--- src/rv_defines.svh ---
//////////////////////////////
// RV32I base encodings only; no M, FENCE or CSR opcodes
//////////////////////////////
`ifndef RV_DEFINES_SVH
`define RV_DEFINES_SVH

// pc after reset
`define RV_RESET_PC 32'h0000_0000

// architectural registers, x0 included
`define RV_NUM_REGS 32

// major opcodes, insn[6:0]
`define RV_OP_LUI    7'b0110111
`define RV_OP_AUIPC  7'b0010111
`define RV_OP_JAL    7'b1101111
`define RV_OP_JALR   7'b1100111
`define RV_OP_BRANCH 7'b1100011
`define RV_OP_IMM    7'b0010011
`define RV_OP_REG    7'b0110011
`define RV_OP_SYSTEM 7'b1110011

// funct7 selecting sub and sra/srai
`define RV_F7_ALT 7'b0100000

`endif

--- src/rv_pkg.sv ---
//////////////////////////////
// types only, widths fixed by RV32I
//////////////////////////////
package rv_pkg;

  // register value, pc or instruction word
  typedef logic [31:0] word_t;

  // register index, x0..x31
  typedef logic [4:0] reg_idx_t;

  // instruction fields
  typedef logic [6:0] opcode_t;
  typedef logic [2:0] funct3_t;

  // fetch sequencer, one instruction in flight at a time
  typedef enum logic [1:0] {
    // arm the bus request
    F_REQ,
    // cyc/stb high until the slave acks
    F_WAIT,
    // single cycle of execute, write-back and retire
    F_EXEC,
    // entered after ecall, left only by reset
    F_HALT
  } fetch_state_t;

  // decoded operation class
  typedef enum logic [3:0] {
    OC_LUI,
    OC_AUIPC,
    // alu with I-immediate as second operand
    OC_ALU_IMM,
    // alu with rs2 as second operand
    OC_ALU_REG,
    OC_BRANCH,
    OC_JAL,
    OC_JALR,
    // ecall, nothing else in SYSTEM is accepted
    OC_SYSTEM,
    // retires as a no-op
    OC_ILLEGAL
  } op_class_t;

endpackage

--- src/rv_fetch.sv ---
//////////////////////////////
// one fetch outstanding; byte select is implicitly all ones
//////////////////////////////
`timescale 1ns/1ps
`include "rv_defines.svh"

module rv_fetch (
  input  logic          clk,
  input  logic          rst,
  input  rv_pkg::word_t pc_next,
  input  logic          halt_req,
  input  logic          wb_ack,
  input  rv_pkg::word_t wb_dat_i,
  output logic          wb_cyc,
  output logic          wb_stb,
  output logic          wb_we,
  output rv_pkg::word_t wb_adr,
  output rv_pkg::word_t pc,
  output rv_pkg::word_t insn,
  output logic          exec_valid,
  output logic          halt
);
  import rv_pkg::*;

  fetch_state_t state;
  logic         req;

  // sequencer, bus request and pc
  always_ff @(posedge clk) begin
    if (rst) begin
      state <= F_REQ;
      req   <= 1'b0;
      pc    <= `RV_RESET_PC;
    end else begin
      case (state)
        F_REQ: begin
          // cyc/stb go high next cycle
          req   <= 1'b1;
          state <= F_WAIT;
        end
        F_WAIT: begin
          // slave may stretch this for any number of cycles
          if (wb_ack) begin
            req   <= 1'b0;
            state <= F_EXEC;
          end
        end
        F_EXEC: begin
          pc <= pc_next;
          if (halt_req) begin
            state <= F_HALT;
          end else begin
            state <= F_REQ;
          end
        end
        default: begin
          // sticky until reset
          state <= F_HALT;
        end
      endcase
    end
  end

  // instruction word taken on the ack edge
  always_ff @(posedge clk) begin
    if (state == F_WAIT && wb_ack) begin
      insn <= wb_dat_i;
    end
  end

  // instruction side is read only
  assign wb_we  = 1'b0;
  assign wb_cyc = req;
  assign wb_stb = req;

  // pc only moves in F_EXEC, so the address is stable while stb is high
  assign wb_adr = pc;

  assign exec_valid = (state == F_EXEC);
  assign halt       = (state == F_HALT);

endmodule

--- src/rv_decode.sv ---
//////////////////////////////
// FENCE, EBREAK and CSR words decode as illegal
//////////////////////////////
`timescale 1ns/1ps
`include "rv_defines.svh"

module rv_decode (
  input  rv_pkg::word_t     insn,
  output rv_pkg::op_class_t op_class,
  output rv_pkg::funct3_t   funct3,
  output logic              alt,
  output rv_pkg::reg_idx_t  rs1,
  output rv_pkg::reg_idx_t  rs2,
  output rv_pkg::reg_idx_t  rd,
  output rv_pkg::word_t     imm
);
  import rv_pkg::*;

  opcode_t    opcode;
  logic [6:0] funct7;
  word_t      imm_i;
  word_t      imm_b;
  word_t      imm_j;
  word_t      imm_u;

  // field split, R-type layout
  assign opcode = insn[6:0];
  assign rd     = insn[11:7];
  assign funct3 = insn[14:12];
  assign rs1    = insn[19:15];
  assign rs2    = insn[24:20];
  assign funct7 = insn[31:25];
  assign alt    = (funct7 == `RV_F7_ALT);

  // sign-extended immediates by format
  assign imm_i = {{20{insn[31]}}, insn[31:20]};
  assign imm_b = {{20{insn[31]}}, insn[7], insn[30:25], insn[11:8], 1'b0};
  assign imm_j = {{12{insn[31]}}, insn[19:12], insn[20], insn[30:21], 1'b0};
  assign imm_u = {insn[31:12], 12'h000};

  always_comb begin
    op_class = OC_ILLEGAL;
    imm      = '0;
    case (opcode)
      `RV_OP_LUI: begin
        op_class = OC_LUI;
        imm      = imm_u;
      end
      `RV_OP_AUIPC: begin
        op_class = OC_AUIPC;
        imm      = imm_u;
      end
      `RV_OP_JAL: begin
        op_class = OC_JAL;
        imm      = imm_j;
      end
      `RV_OP_JALR: begin
        imm = imm_i;
        if (funct3 == 3'b000) begin
          op_class = OC_JALR;
        end
      end
      `RV_OP_BRANCH: begin
        imm = imm_b;
        // funct3 010 and 011 are unassigned
        if (funct3[2:1] != 2'b01) begin
          op_class = OC_BRANCH;
        end
      end
      `RV_OP_IMM: begin
        imm = imm_i;
        // shifts carry funct7 in the upper immediate bits
        if (funct3 == 3'b001) begin
          if (funct7 == 7'd0) begin
            op_class = OC_ALU_IMM;
          end
        end else if (funct3 == 3'b101) begin
          if (funct7 == 7'd0 || alt) begin
            op_class = OC_ALU_IMM;
          end
        end else begin
          op_class = OC_ALU_IMM;
        end
      end
      `RV_OP_REG: begin
        // alt only valid for sub and sra
        if (funct7 == 7'd0 || (alt && (funct3 == 3'b000 || funct3 == 3'b101))) begin
          op_class = OC_ALU_REG;
        end
      end
      `RV_OP_SYSTEM: begin
        // ecall is the all-zero word above the opcode
        if (insn[31:7] == 25'd0) begin
          op_class = OC_SYSTEM;
        end
      end
      default: begin
        op_class = OC_ILLEGAL;
      end
    endcase
  end

endmodule

--- src/rv_regfile.sv ---
//////////////////////////////
// reads are combinational, write lands at the clock edge
//////////////////////////////
`timescale 1ns/1ps
`include "rv_defines.svh"

module rv_regfile (
  input  logic             clk,
  input  logic             rst,
  input  logic             we,
  input  rv_pkg::reg_idx_t rd,
  input  rv_pkg::word_t    rd_data,
  input  rv_pkg::reg_idx_t rs1,
  input  rv_pkg::reg_idx_t rs2,
  output rv_pkg::word_t    rs1_data,
  output rv_pkg::word_t    rs2_data
);
  import rv_pkg::*;

  // x0 has no storage
  word_t regs [1:`RV_NUM_REGS-1];

  always_ff @(posedge clk) begin
    if (rst) begin
      for (int i = 1; i < `RV_NUM_REGS; i++) begin
        regs[i] <= '0;
      end
    end else if (we && rd != 5'd0) begin
      regs[rd] <= rd_data;
    end
  end

  assign rs1_data = (rs1 == 5'd0) ? '0 : regs[rs1];
  assign rs2_data = (rs2 == 5'd0) ? '0 : regs[rs2];

endmodule

--- src/rv_execute.sv ---
//////////////////////////////
// purely combinational, results valid while exec_valid is high
//////////////////////////////
`timescale 1ns/1ps

module rv_execute (
  input  logic              exec_valid,
  input  rv_pkg::word_t     pc,
  input  rv_pkg::op_class_t op_class,
  input  rv_pkg::funct3_t   funct3,
  input  logic              alt,
  input  rv_pkg::reg_idx_t  rd,
  input  rv_pkg::word_t     imm,
  input  rv_pkg::word_t     rs1_data,
  input  rv_pkg::word_t     rs2_data,
  output rv_pkg::word_t     pc_next,
  output logic              halt_req,
  output logic              rd_we,
  output rv_pkg::word_t     rd_data,
  output logic              retire_valid,
  output rv_pkg::word_t     retire_pc,
  output rv_pkg::reg_idx_t  retire_rd,
  output logic              retire_we
);
  import rv_pkg::*;

  word_t      op_b;
  logic [4:0] shamt;
  word_t      alu_out;
  word_t      pc_plus4;
  word_t      pc_imm;
  logic       take_branch;
  logic       writes_rd;

  // second operand, shamt is its low five bits either way
  assign op_b     = (op_class == OC_ALU_REG) ? rs2_data : imm;
  assign shamt    = op_b[4:0];
  assign pc_plus4 = pc + 32'd4;
  // shared by auipc, branch and jal
  assign pc_imm   = pc + imm;

  always_comb begin
    case (funct3)
      3'b000: begin
        // addi ignores funct7, so alt only means sub for register ops
        if (op_class == OC_ALU_REG && alt) begin
          alu_out = rs1_data - op_b;
        end else begin
          alu_out = rs1_data + op_b;
        end
      end
      3'b001: alu_out = rs1_data << shamt;
      3'b010: alu_out = word_t'({31'd0, $signed(rs1_data) < $signed(op_b)});
      3'b011: alu_out = word_t'({31'd0, rs1_data < op_b});
      3'b100: alu_out = rs1_data ^ op_b;
      3'b101: begin
        if (alt) begin
          alu_out = word_t'($signed(rs1_data) >>> shamt);
        end else begin
          alu_out = rs1_data >> shamt;
        end
      end
      3'b110: alu_out = rs1_data | op_b;
      default: alu_out = rs1_data & op_b;
    endcase
  end

  // branch condition by funct3
  always_comb begin
    case (funct3)
      3'b000: take_branch = (rs1_data == rs2_data);
      3'b001: take_branch = (rs1_data != rs2_data);
      3'b100: take_branch = ($signed(rs1_data) < $signed(rs2_data));
      3'b101: take_branch = ($signed(rs1_data) >= $signed(rs2_data));
      3'b110: take_branch = (rs1_data < rs2_data);
      3'b111: take_branch = (rs1_data >= rs2_data);
      default: take_branch = 1'b0;
    endcase
  end

  // next pc and write-back value
  always_comb begin
    pc_next   = pc_plus4;
    rd_data   = '0;
    writes_rd = 1'b0;
    halt_req  = 1'b0;
    case (op_class)
      OC_LUI: begin
        rd_data   = imm;
        writes_rd = 1'b1;
      end
      OC_AUIPC: begin
        rd_data   = pc_imm;
        writes_rd = 1'b1;
      end
      OC_ALU_IMM, OC_ALU_REG: begin
        rd_data   = alu_out;
        writes_rd = 1'b1;
      end
      OC_BRANCH: begin
        if (take_branch) begin
          pc_next = pc_imm;
        end
      end
      OC_JAL: begin
        rd_data   = pc_plus4;
        writes_rd = 1'b1;
        pc_next   = pc_imm;
      end
      OC_JALR: begin
        rd_data   = pc_plus4;
        writes_rd = 1'b1;
        pc_next   = (rs1_data + imm) & ~32'd1;
      end
      OC_SYSTEM: begin
        halt_req = 1'b1;
      end
      default: begin
        // illegal, falls through to pc+4 with no write
        writes_rd = 1'b0;
      end
    endcase
  end

  assign rd_we = exec_valid && writes_rd && (rd != 5'd0);

  // commit trace
  assign retire_valid = exec_valid;
  assign retire_pc    = pc;
  assign retire_rd    = rd;
  assign retire_we    = rd_we;

endmodule

--- src/rv_core.sv ---
//////////////////////////////
// instruction fetch only, no data bus
//////////////////////////////
`timescale 1ns/1ps

module rv_core (
  input  logic             clk,
  input  logic             rst,
  output logic             wb_cyc,
  output logic             wb_stb,
  output logic             wb_we,
  output rv_pkg::word_t    wb_adr,
  input  logic             wb_ack,
  input  rv_pkg::word_t    wb_dat_i,
  output logic             halt,
  output logic             retire_valid,
  output rv_pkg::word_t    retire_pc,
  output rv_pkg::reg_idx_t retire_rd,
  output logic             retire_we,
  output rv_pkg::word_t    retire_data
);
  import rv_pkg::*;

  word_t     pc;
  word_t     pc_next;
  word_t     insn;
  logic      exec_valid;
  logic      halt_req;
  op_class_t op_class;
  funct3_t   funct3;
  logic      alt;
  reg_idx_t  rs1;
  reg_idx_t  rs2;
  reg_idx_t  rd;
  word_t     imm;
  word_t     rs1_data;
  word_t     rs2_data;
  logic      rd_we;

  rv_fetch fetch_i (
    .clk        (clk),
    .rst        (rst),
    .pc_next    (pc_next),
    .halt_req   (halt_req),
    .wb_ack     (wb_ack),
    .wb_dat_i   (wb_dat_i),
    .wb_cyc     (wb_cyc),
    .wb_stb     (wb_stb),
    .wb_we      (wb_we),
    .wb_adr     (wb_adr),
    .pc         (pc),
    .insn       (insn),
    .exec_valid (exec_valid),
    .halt       (halt)
  );

  rv_decode decode_i (
    .insn     (insn),
    .op_class (op_class),
    .funct3   (funct3),
    .alt      (alt),
    .rs1      (rs1),
    .rs2      (rs2),
    .rd       (rd),
    .imm      (imm)
  );

  // write-back value doubles as the trace data
  rv_regfile regfile_i (
    .clk      (clk),
    .rst      (rst),
    .we       (rd_we),
    .rd       (rd),
    .rd_data  (retire_data),
    .rs1      (rs1),
    .rs2      (rs2),
    .rs1_data (rs1_data),
    .rs2_data (rs2_data)
  );

  rv_execute execute_i (
    .exec_valid   (exec_valid),
    .pc           (pc),
    .op_class     (op_class),
    .funct3       (funct3),
    .alt          (alt),
    .rd           (rd),
    .imm          (imm),
    .rs1_data     (rs1_data),
    .rs2_data     (rs2_data),
    .pc_next      (pc_next),
    .halt_req     (halt_req),
    .rd_we        (rd_we),
    .rd_data      (retire_data),
    .retire_valid (retire_valid),
    .retire_pc    (retire_pc),
    .retire_rd    (retire_rd),
    .retire_we    (retire_we)
  );

endmodule

--- config.mk ---
export PLATFORM = sky130hd
export DESIGN_NAME = rv_core
export DESIGN_NICKNAME = d
export VERILOG_FILES = /design/src/rv_pkg.sv /design/src/rv_fetch.sv /design/src/rv_decode.sv /design/src/rv_regfile.sv /design/src/rv_execute.sv /design/src/rv_core.sv
export VERILOG_INCLUDE_DIRS = /design/src
export SDC_FILE = /design/constraint.sdc
export NUM_CORES = 2
export LEC_CHECK = 0
export BUFFER_PORTS_ARGS = -buffer_cell sky130_fd_sc_hd__buf_4
export CORE_MARGIN = 2
export CORE_UTILIZATION = 45
export CTS_CLUSTER_DIAMETER = 100
export DETAILED_ROUTE_END_ITERATION = 8
export GPL_TIMING_DRIVEN = 0
export PLACE_DENSITY = 0.61
export SLEW_MARGIN = 20
export SYNTH_ARGS = -nofsm -noshare
export SYNTH_HDL_FRONTEND = slang
export SYNTH_HIERARCHICAL = 1
export SYNTH_SLANG_ARGS = --single-unit
--- constraint.sdc ---
create_clock -name clk -period 11.78 [get_ports clk]
set_clock_uncertainty 0.15 [all_clocks]
set_input_delay 2.356 -clock clk [delete_from_list [all_inputs] [get_ports clk]]
set_output_delay 2.356 -clock clk [all_outputs]
set_load 0.05 [all_outputs]
==> flow_summary.json <==
{
  "die-area_mm2": 0.168,
  "antenna_found_initial": 16,
  "timing.rr.end": "regfile_i/regs[4][2]$_SDFFCE_PN0P_",
  "synth.distinct_cells": 97,
  "leakage_nw": 32.1,
  "crit_arrival_ps": 9720,
  "critical_path_required_ps": 9270,
  "hold_buffers": 0,
  "synth_top_area_cell": "edfxtp_1",
  "worstSetupStartpointType": "register",
  "rsz0062_at_grt": "yes",
  "cp_slowest_cell": "clkbuf_1",
  "finalWorstSetupSlack_ps": -443,
  "grt_overflow": 0,
  "grt_usage": 0.451,
  "setup-tns-final_ps": -2360,
  "outcome": "finished, violations left",
  "grt_pass1_vias": 60500,
  "placed_cells": 8957,
  "io_buffers": 140,
  "wire_per_inst_um": 41.8,
  "total_power_mw": 10.1,
  "timing.slew.headroom": 0.0656,
  "cp_common_cell": "o21ai_0",
  "syn-cell-area_mm2": 0.0741,
  "h-tree-depth": 3,
  "vias": 63700,
  "cts_tree": "yes",
  "fp.dieW_um": 410,
  "final-setup-viol-count": 14,
  "period_share": 1.04,
  "fp.coreArea_mm2": 0.163,
  "cts.sinks": 1091,
  "cts-root-buf": "clkbuf_16",
  "r2r_cells": 20,
  "worstHoldStart": "fetch_i/wb_cyc$_SDFFE_PP0P_",
  "whs_endpoint": "fetch_i/wb_cyc$_SDFFE_PP0P_",
  "dp_hpwl_um": 282000,
  "pin_count": 142,
  "path_buf_inv": 8,
  "ys_async_sr_fraction": 0,
  "rrSetupSlack_ps": 1980,
  "path_max_fanout": 10,
  "cp_top_family": "buffers and inverters",
  "netlist.area_leader.share": 0.428,
  "slew_viol_final": 0,
  "irDropWorstVdd_v": 0.000139,
  "clk_path_buf_depth": 3,
  "ys_seq_area_frac": 0.438,
  "syn_avg_cell_area_um2": 11.4,
  "viasPerCell": 6.91,
  "r2r_start": "fetch_i/insn[15]$_DFFE_PP_",
  "timing.final.crit_period_ps": 12220,
  "min_path_cells": 2,
  "fin_area_mm2": 0.0842,
  "p_per_area_mw_per_mm2": 120,
  "place_congestion": 1.11,
  "routed_wl_um": 385000,
  "max_stage_delay_ps": 1030,
  "yosysMostFrequentCell": "edfxtp_1",
  "fmaxAchievable_mhz": 81.8,
  "start_util": 0.454,
  "grt_pass1_wl_um": 516000,
  "ys_top_cells_by_count": "edfxtp_1, and2_1, mux2i_1",
  "drt_iter0_drc": 9761,
  "syn2layout_area_growth_pct": 13.7,
  "tightest_slew_ps": 1390,
  "synth_ff_type": "edfxtp_1",
  "fin_util": 0.516,
  "final_cells": 9210,
  "nets": 7141,
  "violations": "setup timing",
  "worstHoldPathType": "register to register",
  "path_class": "register to output port",
  "clk_pin_slew_ps": 60,
  "rows": 148,
  "drive_gt1_frac": 0.199,
  "synthCells": 6476,
  "ys_top_cells_by_area": "edfxtp_1, mux4_2, and2_1, mux2i_1, ha_1",
  "synth_edf_count": 1056,
  "die_y_um": 410,
  "cap_violations": 0,
  "clk_latency_ps": 810,
  "ys_ff_latch": 1091,
  "crit_chain": "buf_4, buf_2, buf_2, clkbuf_1, mux2_2, o21ai_0, nor4_2, clkbuf_2, clkinv_2, mux2i_1, nand3_1, o211ai_1, o21ai_0, o21ai_0, a222oi_1, o211ai_1, buf_6, buf_4",
  "ys.warnings.count": 6,
  "drtPass1Iterations": 9,
  "place_area_mm2": 0.0795,
  "detail-route-antenna-nets": 0,
  "cts-buffers-inserted": 120,
  "critical_path.endpoint_type": "output port",
  "grt_start_max_net_pins": 33,
  "drc": 0,
  "hold_viol_final": 0
}
[repair_timing]
| item | 4_1_cts | 5_1_grt |
|---|---|---|
| gates resized for setup | 92 | 35 |
| setup endpoints to repair | 222 | 13 |
| setup buffers | 12 | 4 |
| pin swaps | 8 | 9 |
| endpoints found under the hold margin | 0 | 0 |
[metrics by stage]
step | hold WS [ps] | setup WS [ps]
final | 354 | -443
after global routing | 393 | -74.4
after CTS | 354 | 7.87
after detailed placement | 345 | -2090
after global placement | 341 | -5310
after floorplan | 334 | 2210
[where the power goes]
| group | total, mW | leakage (nW) | switching, mW | internal [mW] |
|---|---|---|---|---|
| combinational | 1.79 | 19.0 | 1.22 | 0.572 |
| clock | 3.87 | 1.93 | 1.67 | 2.20 |
| sequential | 4.46 | 11.2 | 0.0802 | 4.38 |
| total | 10.1 | 32.1 | 2.97 | 7.15 |
[cell usage in the layout, fill, tap and decap left out, drive strengths merged, types with 58 or more instances in the layout]
master	n
nand2	253
a211oi	95
nor4	63
nor2	218
edfxtp	1056
ha	184
nor2b	77
a21o	62
a22o	68
and2	1024
xnor2	73
mux2	74
inv	154
o22ai	66
mux2i	468
a21oi	283
nand2b	58
a2111oi	67
mux4	366
buf	539
clkbuf	560
nand3	58
nor3	86
o21ai	264
a22oi	126
[worst max-delay path by stage]
stage	startpoint	to	slack (ps)	cells after the start
after floorplan	fetch_i/insn[31]$_DFFE_PP_	retire_data[28]	2210	21
after CTS	fetch_i/insn[22]$_DFFE_PP_	retire_data[26]	8	23
after detailed placement	fetch_i/insn[23]$_DFFE_PP_	retire_data[25]	-2090	27
after global placement	fetch_i/insn[15]$_DFFE_PP_	retire_data[19]	-5310	16
final	fetch_i/insn[15]$_DFFE_PP_	retire_data[26]	-440	18
after global routing	fetch_i/insn[21]$_DFFE_PP_	retire_data[26]	-70	23
[worst register-to-register path, delay by kind of cell (launching register included)]
kind            cells  cell delay, ps
buf+inv             9            4060
compound gates      6            2120
mux                 2            1300
simple gates        3            1210
flops               1             770
[registers in the layout (all words and copies together) (netlist names)]
name and cells:
fetch_i/wb_cyc 1, fetch_i/insn 32, fetch_i/state 2, fetch_i/pc 32, regfile_i/regs 1024
[cell type report]
| class | count | area, µm² |
|---|---|---|
| fill | 14600 | 78900 |
| multi-input combinational | 4602 | 38800 |
| sequential | 1091 | 32400 |
| buffer | 657 | 3370 |
| clock buffer | 148 | 3130 |
| tap | 2175 | 2720 |
| timing repair buffer | 295 | 2280 |
| clock inverter | 75 | 855 |
| inverter | 152 | 576 |
| antenna | 15 | 37.5 |
[per-layer routing]
layer	global-route usage	vias to the layer above	routed length (µm)
met5	0.0184	-	505
met1	0.538	31900	134000
met3	0.130	1297	45300
li1	-	25400	-
met4	0.373	12	40000
met2	0.674	5104	166000
[kinds of logic after synthesis]
logic type / after synthesis / share of synthesized area
mux: 908 / 0.186
xor+xnor: 119 / 0.0141
other cells: 2 / 0.000101
buf+inv: 814 / 0.0518
fa+ha+maj: 187 / 0.0319
simple gates: 2015 / 0.156
flops: 1091 / 0.438
compound gates: 1340 / 0.123
(Power assumes the default switching activity.)
